===== src/hw/radio_defs.svh =====
// Radio core defines: board and channel counts, bus widths and register address bases
`ifndef RADIO_DEFS_SVH
`define RADIO_DEFS_SVH

// --------------------------------------------------
// Board and channel counts
// --------------------------------------------------
`define RADIO_NUM_DBOARDS        2
`define RADIO_CHANS_PER_DB       2
`define RADIO_NUM_CHANS          4

// --------------------------------------------------
// Bus and pin widths
// --------------------------------------------------
`define RADIO_SET_AW             8
`define RADIO_SET_DW             32
`define RADIO_RB_DW              64
`define RADIO_SAMPLE_W           16
`define RADIO_DB_IO_W            32
`define RADIO_LED_W              3

// --------------------------------------------------
// Register address bases
// --------------------------------------------------
`define RADIO_SR_DB_BASE         8'd160
`define RADIO_SR_TX_FE_BASE      8'd208
`define RADIO_SR_RX_FE_BASE      8'd224
`define RADIO_SR_FE_CHAN_OFFSET  8'd16
`define RADIO_RB_DB_BASE         8'd16

`endif

===== src/hw/radio_sample_pkg.sv =====
// Radio sample package: IQ sample layout and front-end correction mode
`include "radio_defs.svh"

package radio_sample_pkg;

   // --------------------------------------------------
   // IQ sample, I in the upper half
   // --------------------------------------------------
   typedef struct packed {
      logic signed [`RADIO_SAMPLE_W-1:0] i;
      logic signed [`RADIO_SAMPLE_W-1:0] q;
   } sample_t;

   // --------------------------------------------------
   // Correction mode, taken from bits 2..0 of a mode write
   // --------------------------------------------------
   typedef struct packed {
      logic swap_iq;
      logic invert_i;
      logic invert_q;
   } fe_mode_t;

   // Number of bits of a mode write that are kept
   localparam int FE_MODE_W = $bits(fe_mode_t);

endpackage


===== src/hw/radio_ctrl_pkg.sv =====
// Radio control package: settings and readback bus types and register address maps
`include "radio_defs.svh"

package radio_ctrl_pkg;

   // One settings write, valid while stb is high
   typedef struct packed {
      logic                      stb;
      logic [`RADIO_SET_AW-1:0]  addr;
      logic [`RADIO_SET_DW-1:0]  data;
   } settings_bus_t;

   // Readback request, single cycle strobe
   typedef struct packed {
      logic                      stb;
      logic [`RADIO_SET_AW-1:0]  addr;
   } rb_req_t;

   // Readback response, one cycle after the request
   typedef struct packed {
      logic                      stb;
      logic [`RADIO_RB_DW-1:0]   data;
   } rb_resp_t;

   // Daughterboard controller settings addresses
   typedef enum logic [`RADIO_SET_AW-1:0] {
      SR_GPIO_OUT = `RADIO_SR_DB_BASE,
      SR_GPIO_DDR = `RADIO_SR_DB_BASE + 8'd1,
      SR_LEDS     = `RADIO_SR_DB_BASE + 8'd2,
      SR_MISC_OUT = `RADIO_SR_DB_BASE + 8'd3
   } db_reg_e;

   // Readback addresses
   typedef enum logic [`RADIO_SET_AW-1:0] {
      RB_GPIO_IN    = `RADIO_RB_DB_BASE,
      RB_MISC_IN    = `RADIO_RB_DB_BASE + 8'd1,
      RB_GPIO_STATE = `RADIO_RB_DB_BASE + 8'd2
   } db_rb_e;

endpackage


===== src/hw/radio_core.sv =====
// Radio core top: daughterboard controllers and front ends for every board slot
`include "radio_defs.svh"

module radio_core
(
   input  logic                                                radio_clk,
   input  logic                                                i_arst_n,
   // Control buses, one per board
   input  radio_ctrl_pkg::settings_bus_t [`RADIO_NUM_DBOARDS-1:0] i_set,
   input  radio_ctrl_pkg::rb_req_t [`RADIO_NUM_DBOARDS-1:0]       i_rb_req,
   output radio_ctrl_pkg::rb_resp_t [`RADIO_NUM_DBOARDS-1:0]      o_rb_resp,
   // Sample streams
   input  radio_sample_pkg::sample_t [`RADIO_NUM_DBOARDS-1:0]     i_rx_adc,
   output radio_sample_pkg::sample_t [`RADIO_NUM_CHANS-1:0]       o_rx_data,
   output logic [`RADIO_NUM_CHANS-1:0]                            o_rx_stb,
   input  radio_sample_pkg::sample_t [`RADIO_NUM_DBOARDS-1:0]     i_tx_data,
   output radio_sample_pkg::sample_t [`RADIO_NUM_DBOARDS-1:0]     o_tx_dac,
   // Daughterboard pins
   input  logic [`RADIO_NUM_DBOARDS-1:0][`RADIO_DB_IO_W-1:0]      i_db_gpio_in,
   output logic [`RADIO_NUM_DBOARDS-1:0][`RADIO_DB_IO_W-1:0]      o_db_gpio_out,
   output logic [`RADIO_NUM_DBOARDS-1:0][`RADIO_DB_IO_W-1:0]      o_db_gpio_ddr,
   output logic [`RADIO_NUM_DBOARDS-1:0][`RADIO_LED_W-1:0]        o_leds,
   output logic [`RADIO_NUM_DBOARDS-1:0][`RADIO_DB_IO_W-1:0]      o_misc_out,
   input  logic [`RADIO_NUM_DBOARDS-1:0][`RADIO_DB_IO_W-1:0]      i_misc_in
);

   for (genvar b = 0; b < `RADIO_NUM_DBOARDS; b++)
   begin : g_board
      logic rx_stb;

      // --------------------------------------------------
      // Daughterboard control
      // --------------------------------------------------
      db_control db_control_i
      (
         .radio_clk  (radio_clk),
         .i_arst_n   (i_arst_n),
         .i_set      (i_set[b]),
         .i_rb_req   (i_rb_req[b]),
         .o_rb_resp  (o_rb_resp[b]),
         .i_gpio_in  (i_db_gpio_in[b]),
         .o_gpio_out (o_db_gpio_out[b]),
         .o_gpio_ddr (o_db_gpio_ddr[b]),
         .o_leds     (o_leds[b]),
         .o_misc_out (o_misc_out[b]),
         .i_misc_in  (i_misc_in[b])
      );

      // --------------------------------------------------
      // Front end, channels 2b and 2b+1
      // --------------------------------------------------
      fe_control fe_control_i
      (
         .radio_clk (radio_clk),
         .i_arst_n  (i_arst_n),
         .i_set     (i_set[b]),
         .i_rx_adc  (i_rx_adc[b]),
         .o_rx_data (o_rx_data[b*`RADIO_CHANS_PER_DB +: `RADIO_CHANS_PER_DB]),
         .o_rx_stb  (rx_stb),
         .i_tx_data (i_tx_data[b]),
         .o_tx_dac  (o_tx_dac[b])
      );

      // Both channels of a board share the sample strobe
      assign o_rx_stb[b*`RADIO_CHANS_PER_DB +: `RADIO_CHANS_PER_DB] =
         {`RADIO_CHANS_PER_DB{rx_stb}};
   end

endmodule


===== src/hw/fe_control.sv =====
// Front-end control: per-channel receive and transmit IQ swap and invert correction
`include "radio_defs.svh"

module fe_control
(
   input  logic                                                 radio_clk,
   input  logic                                                 i_arst_n,
   input  radio_ctrl_pkg::settings_bus_t                        i_set,
   input  radio_sample_pkg::sample_t                            i_rx_adc,
   output radio_sample_pkg::sample_t [`RADIO_CHANS_PER_DB-1:0]  o_rx_data,
   output logic                                                 o_rx_stb,
   input  radio_sample_pkg::sample_t                            i_tx_data,
   output radio_sample_pkg::sample_t                            o_tx_dac
);
   import radio_sample_pkg::*;

   sample_t  tx_r;
   fe_mode_t tx_mode_r;
   logic     rx_stb_r;

   // Swap first, then the two negations
   function automatic sample_t iq_correct(input sample_t s, input fe_mode_t m);
      sample_t r;
      r = s;
      if (m.swap_iq)
      begin
         r.i = s.q;
         r.q = s.i;
      end
      if (m.invert_i)
         r.i = -r.i;
      if (m.invert_q)
         r.q = -r.q;
      return r;
   endfunction

   // --------------------------------------------------
   // Receive path
   // --------------------------------------------------
   always_ff @(posedge radio_clk or negedge i_arst_n)
   begin
      if (!i_arst_n)
         rx_stb_r <= 1'b0;
      else
         rx_stb_r <= 1'b1;
   end

   // The board ADC feeds every receive channel
   for (genvar ch = 0; ch < `RADIO_CHANS_PER_DB; ch++)
   begin : g_rx
      localparam logic [`RADIO_SET_AW-1:0] MODE_ADDR =
         `RADIO_SR_RX_FE_BASE + 8'(ch) * `RADIO_SR_FE_CHAN_OFFSET;

      fe_mode_t mode_r;
      sample_t  rx_r;

      // Corrected sample registered once per channel
      always_ff @(posedge radio_clk or negedge i_arst_n)
      begin
         if (!i_arst_n)
         begin
            mode_r <= '0;
            rx_r   <= '0;
         end
         else
         begin
            if (i_set.stb && i_set.addr == MODE_ADDR)
               mode_r <= fe_mode_t'(i_set.data[FE_MODE_W-1:0]);
            rx_r <= iq_correct(i_rx_adc, mode_r);
         end
      end

      assign o_rx_data[ch] = rx_r;
   end

   assign o_rx_stb = rx_stb_r;

   // --------------------------------------------------
   // Transmit path
   // --------------------------------------------------
   always_ff @(posedge radio_clk or negedge i_arst_n)
   begin
      if (!i_arst_n)
      begin
         tx_mode_r <= '0;
         tx_r      <= '0;
      end
      else
      begin
         if (i_set.stb && i_set.addr == `RADIO_SR_TX_FE_BASE)
            tx_mode_r <= fe_mode_t'(i_set.data[FE_MODE_W-1:0]);
         tx_r <= iq_correct(i_tx_data, tx_mode_r);
      end
   end

   assign o_tx_dac = tx_r;

endmodule


===== src/hw/db_control.sv =====
// Daughterboard controller: GPIO, LED and misc-output registers with readback
`include "radio_defs.svh"

module db_control
(
   input  logic                            radio_clk,
   input  logic                            i_arst_n,
   input  radio_ctrl_pkg::settings_bus_t   i_set,
   input  radio_ctrl_pkg::rb_req_t         i_rb_req,
   output radio_ctrl_pkg::rb_resp_t        o_rb_resp,
   input  logic [`RADIO_DB_IO_W-1:0]       i_gpio_in,
   output logic [`RADIO_DB_IO_W-1:0]       o_gpio_out,
   output logic [`RADIO_DB_IO_W-1:0]       o_gpio_ddr,
   output logic [`RADIO_LED_W-1:0]         o_leds,
   output logic [`RADIO_DB_IO_W-1:0]       o_misc_out,
   input  logic [`RADIO_DB_IO_W-1:0]       i_misc_in
);
   import radio_ctrl_pkg::*;

   localparam int PAD_W = `RADIO_RB_DW - `RADIO_DB_IO_W;

   logic [`RADIO_DB_IO_W-1:0] gpio_out_r;
   logic [`RADIO_DB_IO_W-1:0] gpio_ddr_r;
   logic [`RADIO_LED_W-1:0]   leds_r;
   logic [`RADIO_DB_IO_W-1:0] misc_out_r;
   logic [`RADIO_DB_IO_W-1:0] misc_in_r;
   logic [`RADIO_RB_DW-1:0]   rb_data_next;
   rb_resp_t                  rb_resp_r;

   // --------------------------------------------------
   // Settings registers
   // --------------------------------------------------
   always_ff @(posedge radio_clk or negedge i_arst_n)
   begin
      if (!i_arst_n)
      begin
         gpio_out_r <= '0;
         gpio_ddr_r <= '0;
         leds_r     <= '0;
         misc_out_r <= '0;
      end
      else if (i_set.stb)
      begin
         case (db_reg_e'(i_set.addr))
            SR_GPIO_OUT: gpio_out_r <= i_set.data;
            SR_GPIO_DDR: gpio_ddr_r <= i_set.data;
            SR_LEDS:     leds_r     <= i_set.data[`RADIO_LED_W-1:0];
            SR_MISC_OUT: misc_out_r <= i_set.data;
            default:     ;
         endcase
      end
   end

   // Misc input sampled every cycle
   always_ff @(posedge radio_clk or negedge i_arst_n)
   begin
      if (!i_arst_n)
         misc_in_r <= '0;
      else
         misc_in_r <= i_misc_in;
   end

   // --------------------------------------------------
   // Readback
   // --------------------------------------------------
   always_comb
   begin
      case (db_rb_e'(i_rb_req.addr))
         RB_GPIO_IN:    rb_data_next = {{PAD_W{1'b0}}, i_gpio_in};
         RB_MISC_IN:    rb_data_next = {{PAD_W{1'b0}}, misc_in_r};
         RB_GPIO_STATE: rb_data_next = {gpio_ddr_r, gpio_out_r};
         default:       rb_data_next = '0;
      endcase
   end

   // Response one cycle after the request, data bus idles at zero
   always_ff @(posedge radio_clk or negedge i_arst_n)
   begin
      if (!i_arst_n)
         rb_resp_r <= '0;
      else
      begin
         rb_resp_r.stb  <= i_rb_req.stb;
         rb_resp_r.data <= i_rb_req.stb ? rb_data_next : '0;
      end
   end

   assign o_rb_resp  = rb_resp_r;
   assign o_gpio_out = gpio_out_r;
   assign o_gpio_ddr = gpio_ddr_r;
   assign o_leds     = leds_r;
   assign o_misc_out = misc_out_r;

endmodule


===== config.mk =====
export PLATFORM = sky130hd
export DESIGN_NAME = radio_core
export DESIGN_NICKNAME = d
export VERILOG_FILES = /design/src/hw/radio_sample_pkg.sv /design/src/hw/radio_ctrl_pkg.sv /design/src/hw/radio_core.sv /design/src/hw/fe_control.sv /design/src/hw/db_control.sv
export VERILOG_INCLUDE_DIRS = /design/src /design/src/hw
export SDC_FILE = /design/constraint.sdc
export NUM_CORES = 1
export LEC_CHECK = 0
export BUFFER_PORTS_ARGS = -buffer_cell sky130_fd_sc_hd__buf_2
export CORE_AREA = 2 2 341 343
export CTS_CLUSTER_SIZE = 10
export DETAILED_ROUTE_END_ITERATION = 8
export DIE_AREA = 0 0 343 345
export PLACE_DENSITY_LB_ADDON = 0.2
export SLEW_MARGIN = 20
export SYNTH_ARGS = -nofsm -noshare
export SYNTH_HDL_FRONTEND = slang
export SYNTH_SLANG_ARGS = --single-unit

===== constraint.sdc =====
create_clock -name radio_clk -period 5.9 [get_ports radio_clk]
set_input_delay 0 -clock radio_clk [delete_from_list [all_inputs] [get_ports radio_clk]]
set_output_delay 0 -clock radio_clk [all_outputs]
set_load 0.03 [all_outputs]

---- After elaboration in Yosys (flattened, before gate mapping) ----
Cells that the tools add are included.
Widths: inputs -> output; s select.
word-level totals
  bits in registers ....................... 603
  latch bits .............................. 0
  memory bits (writable) .................. 0
  memory bits (read-only) ................. 0
  bits of input ports ..................... 358
  output and inout port bits .............. 524
  word-level logic and storage cells ...... 113
  memories kept ........................... 0
cells by class
  add/sub/neg operators ................... 12
  multipliers ............................. 0
  div/mod/pow operators ................... 0
  order comparisons ....................... 0
  equal/unequal tests ..................... 20
  shifts and indexed selects .............. 0
  multiplexer cells ....................... 22
  bitwise logic cells ..................... 0
  reduce and logical (&&, ||, !) cells .... 14
operator list
  kind                count
  $pmux 64 s3         2
  $mux 16             12
  $mux 32             6
  $neg 16->16         12
  $mux 64             2
  $eq 8x8->1 const B  14
  $eq 8x5->1 const B  6
  $reduce_and 2->1    8
  $logic_and 1x1->1   6

---- Logic depth before layout (Yosys ltp) ----
  word-level depth ........................ 3
  gate-level depth with buffers ........... 10
  gate-level depth less buffers ........... 8

---- Cells and area by module ----
From an unflattened synthesis, not the netlist that was laid out.
unflattened totals
  cells, all modules ...................... 2380
  area, all modules ....................... 28332.2 um^2
by module, submodules not included
  module                                times used  cells each  area an instance (um^2)
  db_control                            2           497         7514.7
  fe_control (g_board[1].fe_control_i)  1           694         6640.1
  fe_control (g_board[0].fe_control_i)  1           688         6632.6
  radio_core                            1           4           30.0

---- Worst setup path after synthesis ----
No wires, ideal clock.
  path type ............................... reg-to-reg
  start point ............................. register g_board[0].fe_control_i.tx_mode_r[2] (netlist bit)
  end point ............................... register g_board[0].fe_control_i.tx_r (netlist bit g_board[0].fe_control_i.o_tx_dac[28])
  setup time .............................. 0.079 ns
  arrival ................................. 2.768 ns
  required time ........................... 5.821 ns
  path slack .............................. 3.053 ns
  stages on the path, launching flop included .. 10
  period minus slack after synthesis ...... 2.847 ns
  cell sequence ........................... dfrtp_1 -> clkbuf_1 -> clkbuf_1 -> buf_1 -> mux2i_1 -> ha_1 -> nor4b_1 -> a22oi_1 -> o21ai_0 -> xor2_1
between the ends
  word-level cells in the longest chain between the ends .. 3
ends and longest elaborated chain
  item                      line              source
  start: declaration        fe_control.sv:18  fe_mode_t tx_mode_r;
  start signal: assignment  fe_control.sv:91  tx_mode_r <= fe_mode_t'(i_set.data[FE_MODE_W-1:0]);
  $mux 32 (*)               fe_control.sv:25  if (m.swap_iq)
  $neg 16->16               fe_control.sv:31  r.i = -r.i;
  $mux 16 (*)               fe_control.sv:30  if (m.invert_i)
  end signal: assignment    fe_control.sv:92  tx_r <= iq_correct(i_tx_data, tx_mode_r);
  end: declaration          fe_control.sv:17  sample_t tx_r;
Every way passes the cells marked *; elsewhere a longest branch is shown, timed or not.
A chain may end at the register's enable or synchronous reset.

---- Worst setup path after layout ----
Ends and elaborated chain as after synthesis.

==> results.sh <==
export IMPL_rsz0062_at_grt="no"
export IMPL_grt_pass1_vias=24600
export IMPL_met1Wirelength_um=48500
export IMPL_wl_um=117000
export IMPL_core_um2=115000
export IMPL_reg2reg_from="g_board[0].fe_control_i.tx_mode_r[2]"
export IMPL_min_period_over_period_pct=63.3
export IMPL_min_path_type="input port to flop"
export IMPL_top_layer_used="met5"
export IMPL_crit_top_cell="dlygate4sd3_1"
export IMPL_die_height_um=345
export IMPL_ys_warn_count=0
export IMPL_wl_per_cell_um=22.3
export IMPL_cts_buffers_inserted=78
export IMPL_hold_start="i_misc_in[10]"
export IMPL_finalHoldViolCount=0
export IMPL_drc=0
export IMPL_dieArea_um2=118000
export IMPL_root_buffer="clkbuf_16"
export IMPL_num_nets_final=4036
export IMPL_finalSetupViolCount=0
export IMPL_fin_ws_ps=2160
export IMPL_ys_types=66
export IMPL_fin_worst_skew_ps=31.0
export IMPL_whs_ps=74.4
export IMPL_max_freq_mhz=268
export IMPL_final_common_cell="buf_2"
export IMPL_syn_nets=2661
export IMPL_num_rows=125
export IMPL_place_ws_ps=3200
export IMPL_antenna_found_initial=11
export IMPL_wl_met2_um=55700
export IMPL_drv_cap=0
export IMPL_cts_setup_buffers=0
export IMPL_finalWeightedCongestion=0.876
export IMPL_pin_count=882
export IMPL_drtPass1Iterations=5
export IMPL_drive_gt1_share_pct=36.6
export IMPL_path_buf_inv=2
export IMPL_power_density_nw_per_um2=267
export IMPL_grt_first_pass_wirelength_um=168000
export IMPL_path_cells="mux2i_1 -> dlygate4sd3_1 -> ha_1 -> nor4b_1 -> a22oi_1 -> o21ai_0 -> xor2_1 -> dlygate4sd3_1"
export IMPL_syn_area_per_cell_um2=11.9
export IMPL_path_max_fanout=33
export IMPL_path_delay_family="buffers and inverters"
export IMPL_status="finished, final reports clean"
export IMPL_cts_buffer_depth=3
export IMPL_synth_area_um2=27300
export IMPL_path_class="flop to flop"
export IMPL_detail_route_antenna_nets=0
export IMPL_cp_start_kind="flop"
export IMPL_cts_tree="done"
export IMPL_critPathLaunch="g_board[0].fe_control_i.tx_mode_r[2]"
export IMPL_grt_total_usage_pct=19.2
export IMPL_critical_path_arrival_ps=4320
export IMPL_worstPathRequired_ps=6490
export IMPL_htreeDepth=3
export IMPL_die_w_um=343
export IMPL_vias=23600
export IMPL_cts_sinks=603
export IMPL_async_flop_share_pct=100
export IMPL_worstSkewPairLatency_ps=640
export IMPL_syn_inst=2291
export IMPL_ys_seq_elements=603
export IMPL_end_kind="flop"
export IMPL_slowest_delay_ps=800
export IMPL_area_growth_pct=50.8
export IMPL_overflow=0
export IMPL_slew_headroom_pct=26.9
export IMPL_synth_ff_type="dfrtp_1"
export IMPL_dpl_hpwl_um=84900
export IMPL_slew_violations=0
export IMPL_drtIter0Drc=1483
export IMPL_start_util_pct=23.8
export IMPL_tns_ps=0
export IMPL_min_period_ps=3740
export IMPL_cp_slowest_cell="dfrtp_2"
export IMPL_mostFrequentLayoutCells="buf_2 (880), dfrtp_1 (597), dlygate4sd3_1 (545)"
export IMPL_io_buffers=881
export IMPL_yosysSeqAreaShare_pct=55.2
export IMPL_clk_pin_slew_worst_paths_ps=60
export IMPL_p_leak_nw=19.2
export IMPL_tightest_slew_ps=1100
export IMPL_grt_max_degree=149
export IMPL_synth_edf_count=0
export IMPL_vdd_ir_drop_max_uv=242
export IMPL_dr_wl_met3_um=8200
export IMPL_via_per_inst=4.50
[final cells by class]
class                           count  area, um^2
Fill cell                       11700       73900
Sequential cell                   603       15100
Multi-Input combinational cell   1499       11500
Timing Repair Buffer             1453       10100
Clock buffer                      101        2180
Tap cell                         1524        1910
Clock inverter                     18         263
Inverter                           31         116
Antenna cell                        3        7.51
[metrics by stage]
stage                     instances  cell area, um^2  util (%)  power, mW
after floorplan                2291            27300         -       5.41
after global placement         4564            33300      28.9       6.14
after detailed placement       4564            33300      28.9       6.14
after CTS                      5229            41200      35.8       11.2
after global routing           5231            41200      35.8       11.5
final                          5232            41200      35.8       11.0
[Yosys cell counts (12+ instances only)]
cell type / count / area (um^2)
inv_1: 31 / 116
clkbuf_1: 101 / 379
dfrtp_1: 603 / 15100
nand3_1: 22 / 110
nand2_1: 119 / 447
xnor2_1: 44 / 385
nor4_1: 26 / 163
buf_2: 15 / 75.1
mux2_2: 299 / 3370
nor3_1: 73 / 365
and2_1: 65 / 407
a21oi_1: 53 / 265
a22oi_1: 67 / 503
xor2_1: 146 / 1280
o31ai_1: 14 / 105
ha_1: 12 / 150
mux2i_1: 185 / 1850
o21ai_0: 86 / 430
nor2_1: 138 / 518
nor3b_1: 14 / 105
buf_1: 29 / 109
or3_1: 14 / 87.6
[logic make-up (layout without fill, tap and decap cells)]
logic type      count (synthesis)  after routing  share of synthesized area [%]
fa+ha+maj                      12             12                          0.549
mux                           484            484                           19.1
simple gates                  543            543                           10.0
xor+xnor                      190            190                           6.09
compound gates                269            269                           6.24
other cells                     1              4                         0.0137
flops                         603            603                           55.2
buf+inv                       189           1603                           2.85
[layer usage]
layer | up-vias | GRT usage [%]
met5 | - | 0
met4 | 4 | 7.72
met3 | 195 | 4.75
met2 | 879 | 31.5
met1 | 11700 | 24.2
li1 | 10700 | -
[state kept, by name, summed over array words and instances, names as in the netlist, 6 cells and up]
| register | flops |
|---|---|
| g_board.fe_control_i.tx_mode_r | 6 |
| g_board.db_control_i.o_gpio_out | 64 |
| g_board.fe_control_i.g_rx.mode_r | 12 |
| g_board.db_control_i.o_rb_resp | 130 |
| g_board.fe_control_i.o_rx_data | 128 |
| g_board.fe_control_i.o_tx_dac | 64 |
| g_board.db_control_i.o_misc_out | 64 |
| g_board.db_control_i.o_leds | 6 |
| g_board.db_control_i.misc_in_r | 64 |
| g_board.db_control_i.o_gpio_ddr | 64 |
[final timing paths]
check,end,slack (ps),cells past startpoint
setup / recovery,g_board[0].fe_control_i.o_tx_dac[28],2160,8
max in group asynchronous,g_board[1].fe_control_i.tx_mode_r[2],4300,4
hold reg to reg,g_board[0].db_control_i.o_rb_resp[54],490,1
hold / removal,g_board[0].db_control_i.misc_in_r[10],70,2
min in group asynchronous,g_board[0].db_control_i.o_misc_out[13],370,3
setup reg to reg,g_board[0].fe_control_i.o_tx_dac[28],2160,8
[power breakdown]
part           switching, mW  internal, mW  total (mW)  leakage (nW)
sequential             0.145          4.36        4.50          7.77
combinational           1.12         0.742        1.86          10.3
clock                   1.94          2.69        4.63          1.19
total                   3.21          7.79        11.0          19.2
[repair_timing]
item,4_1_cts,5_1_grt
hold buffers,546,0
setup endpoints to repair,0,0
endpoints found under the hold margin,796,0
gates resized for setup,0,0
Power figures use the tool's default switching activity.
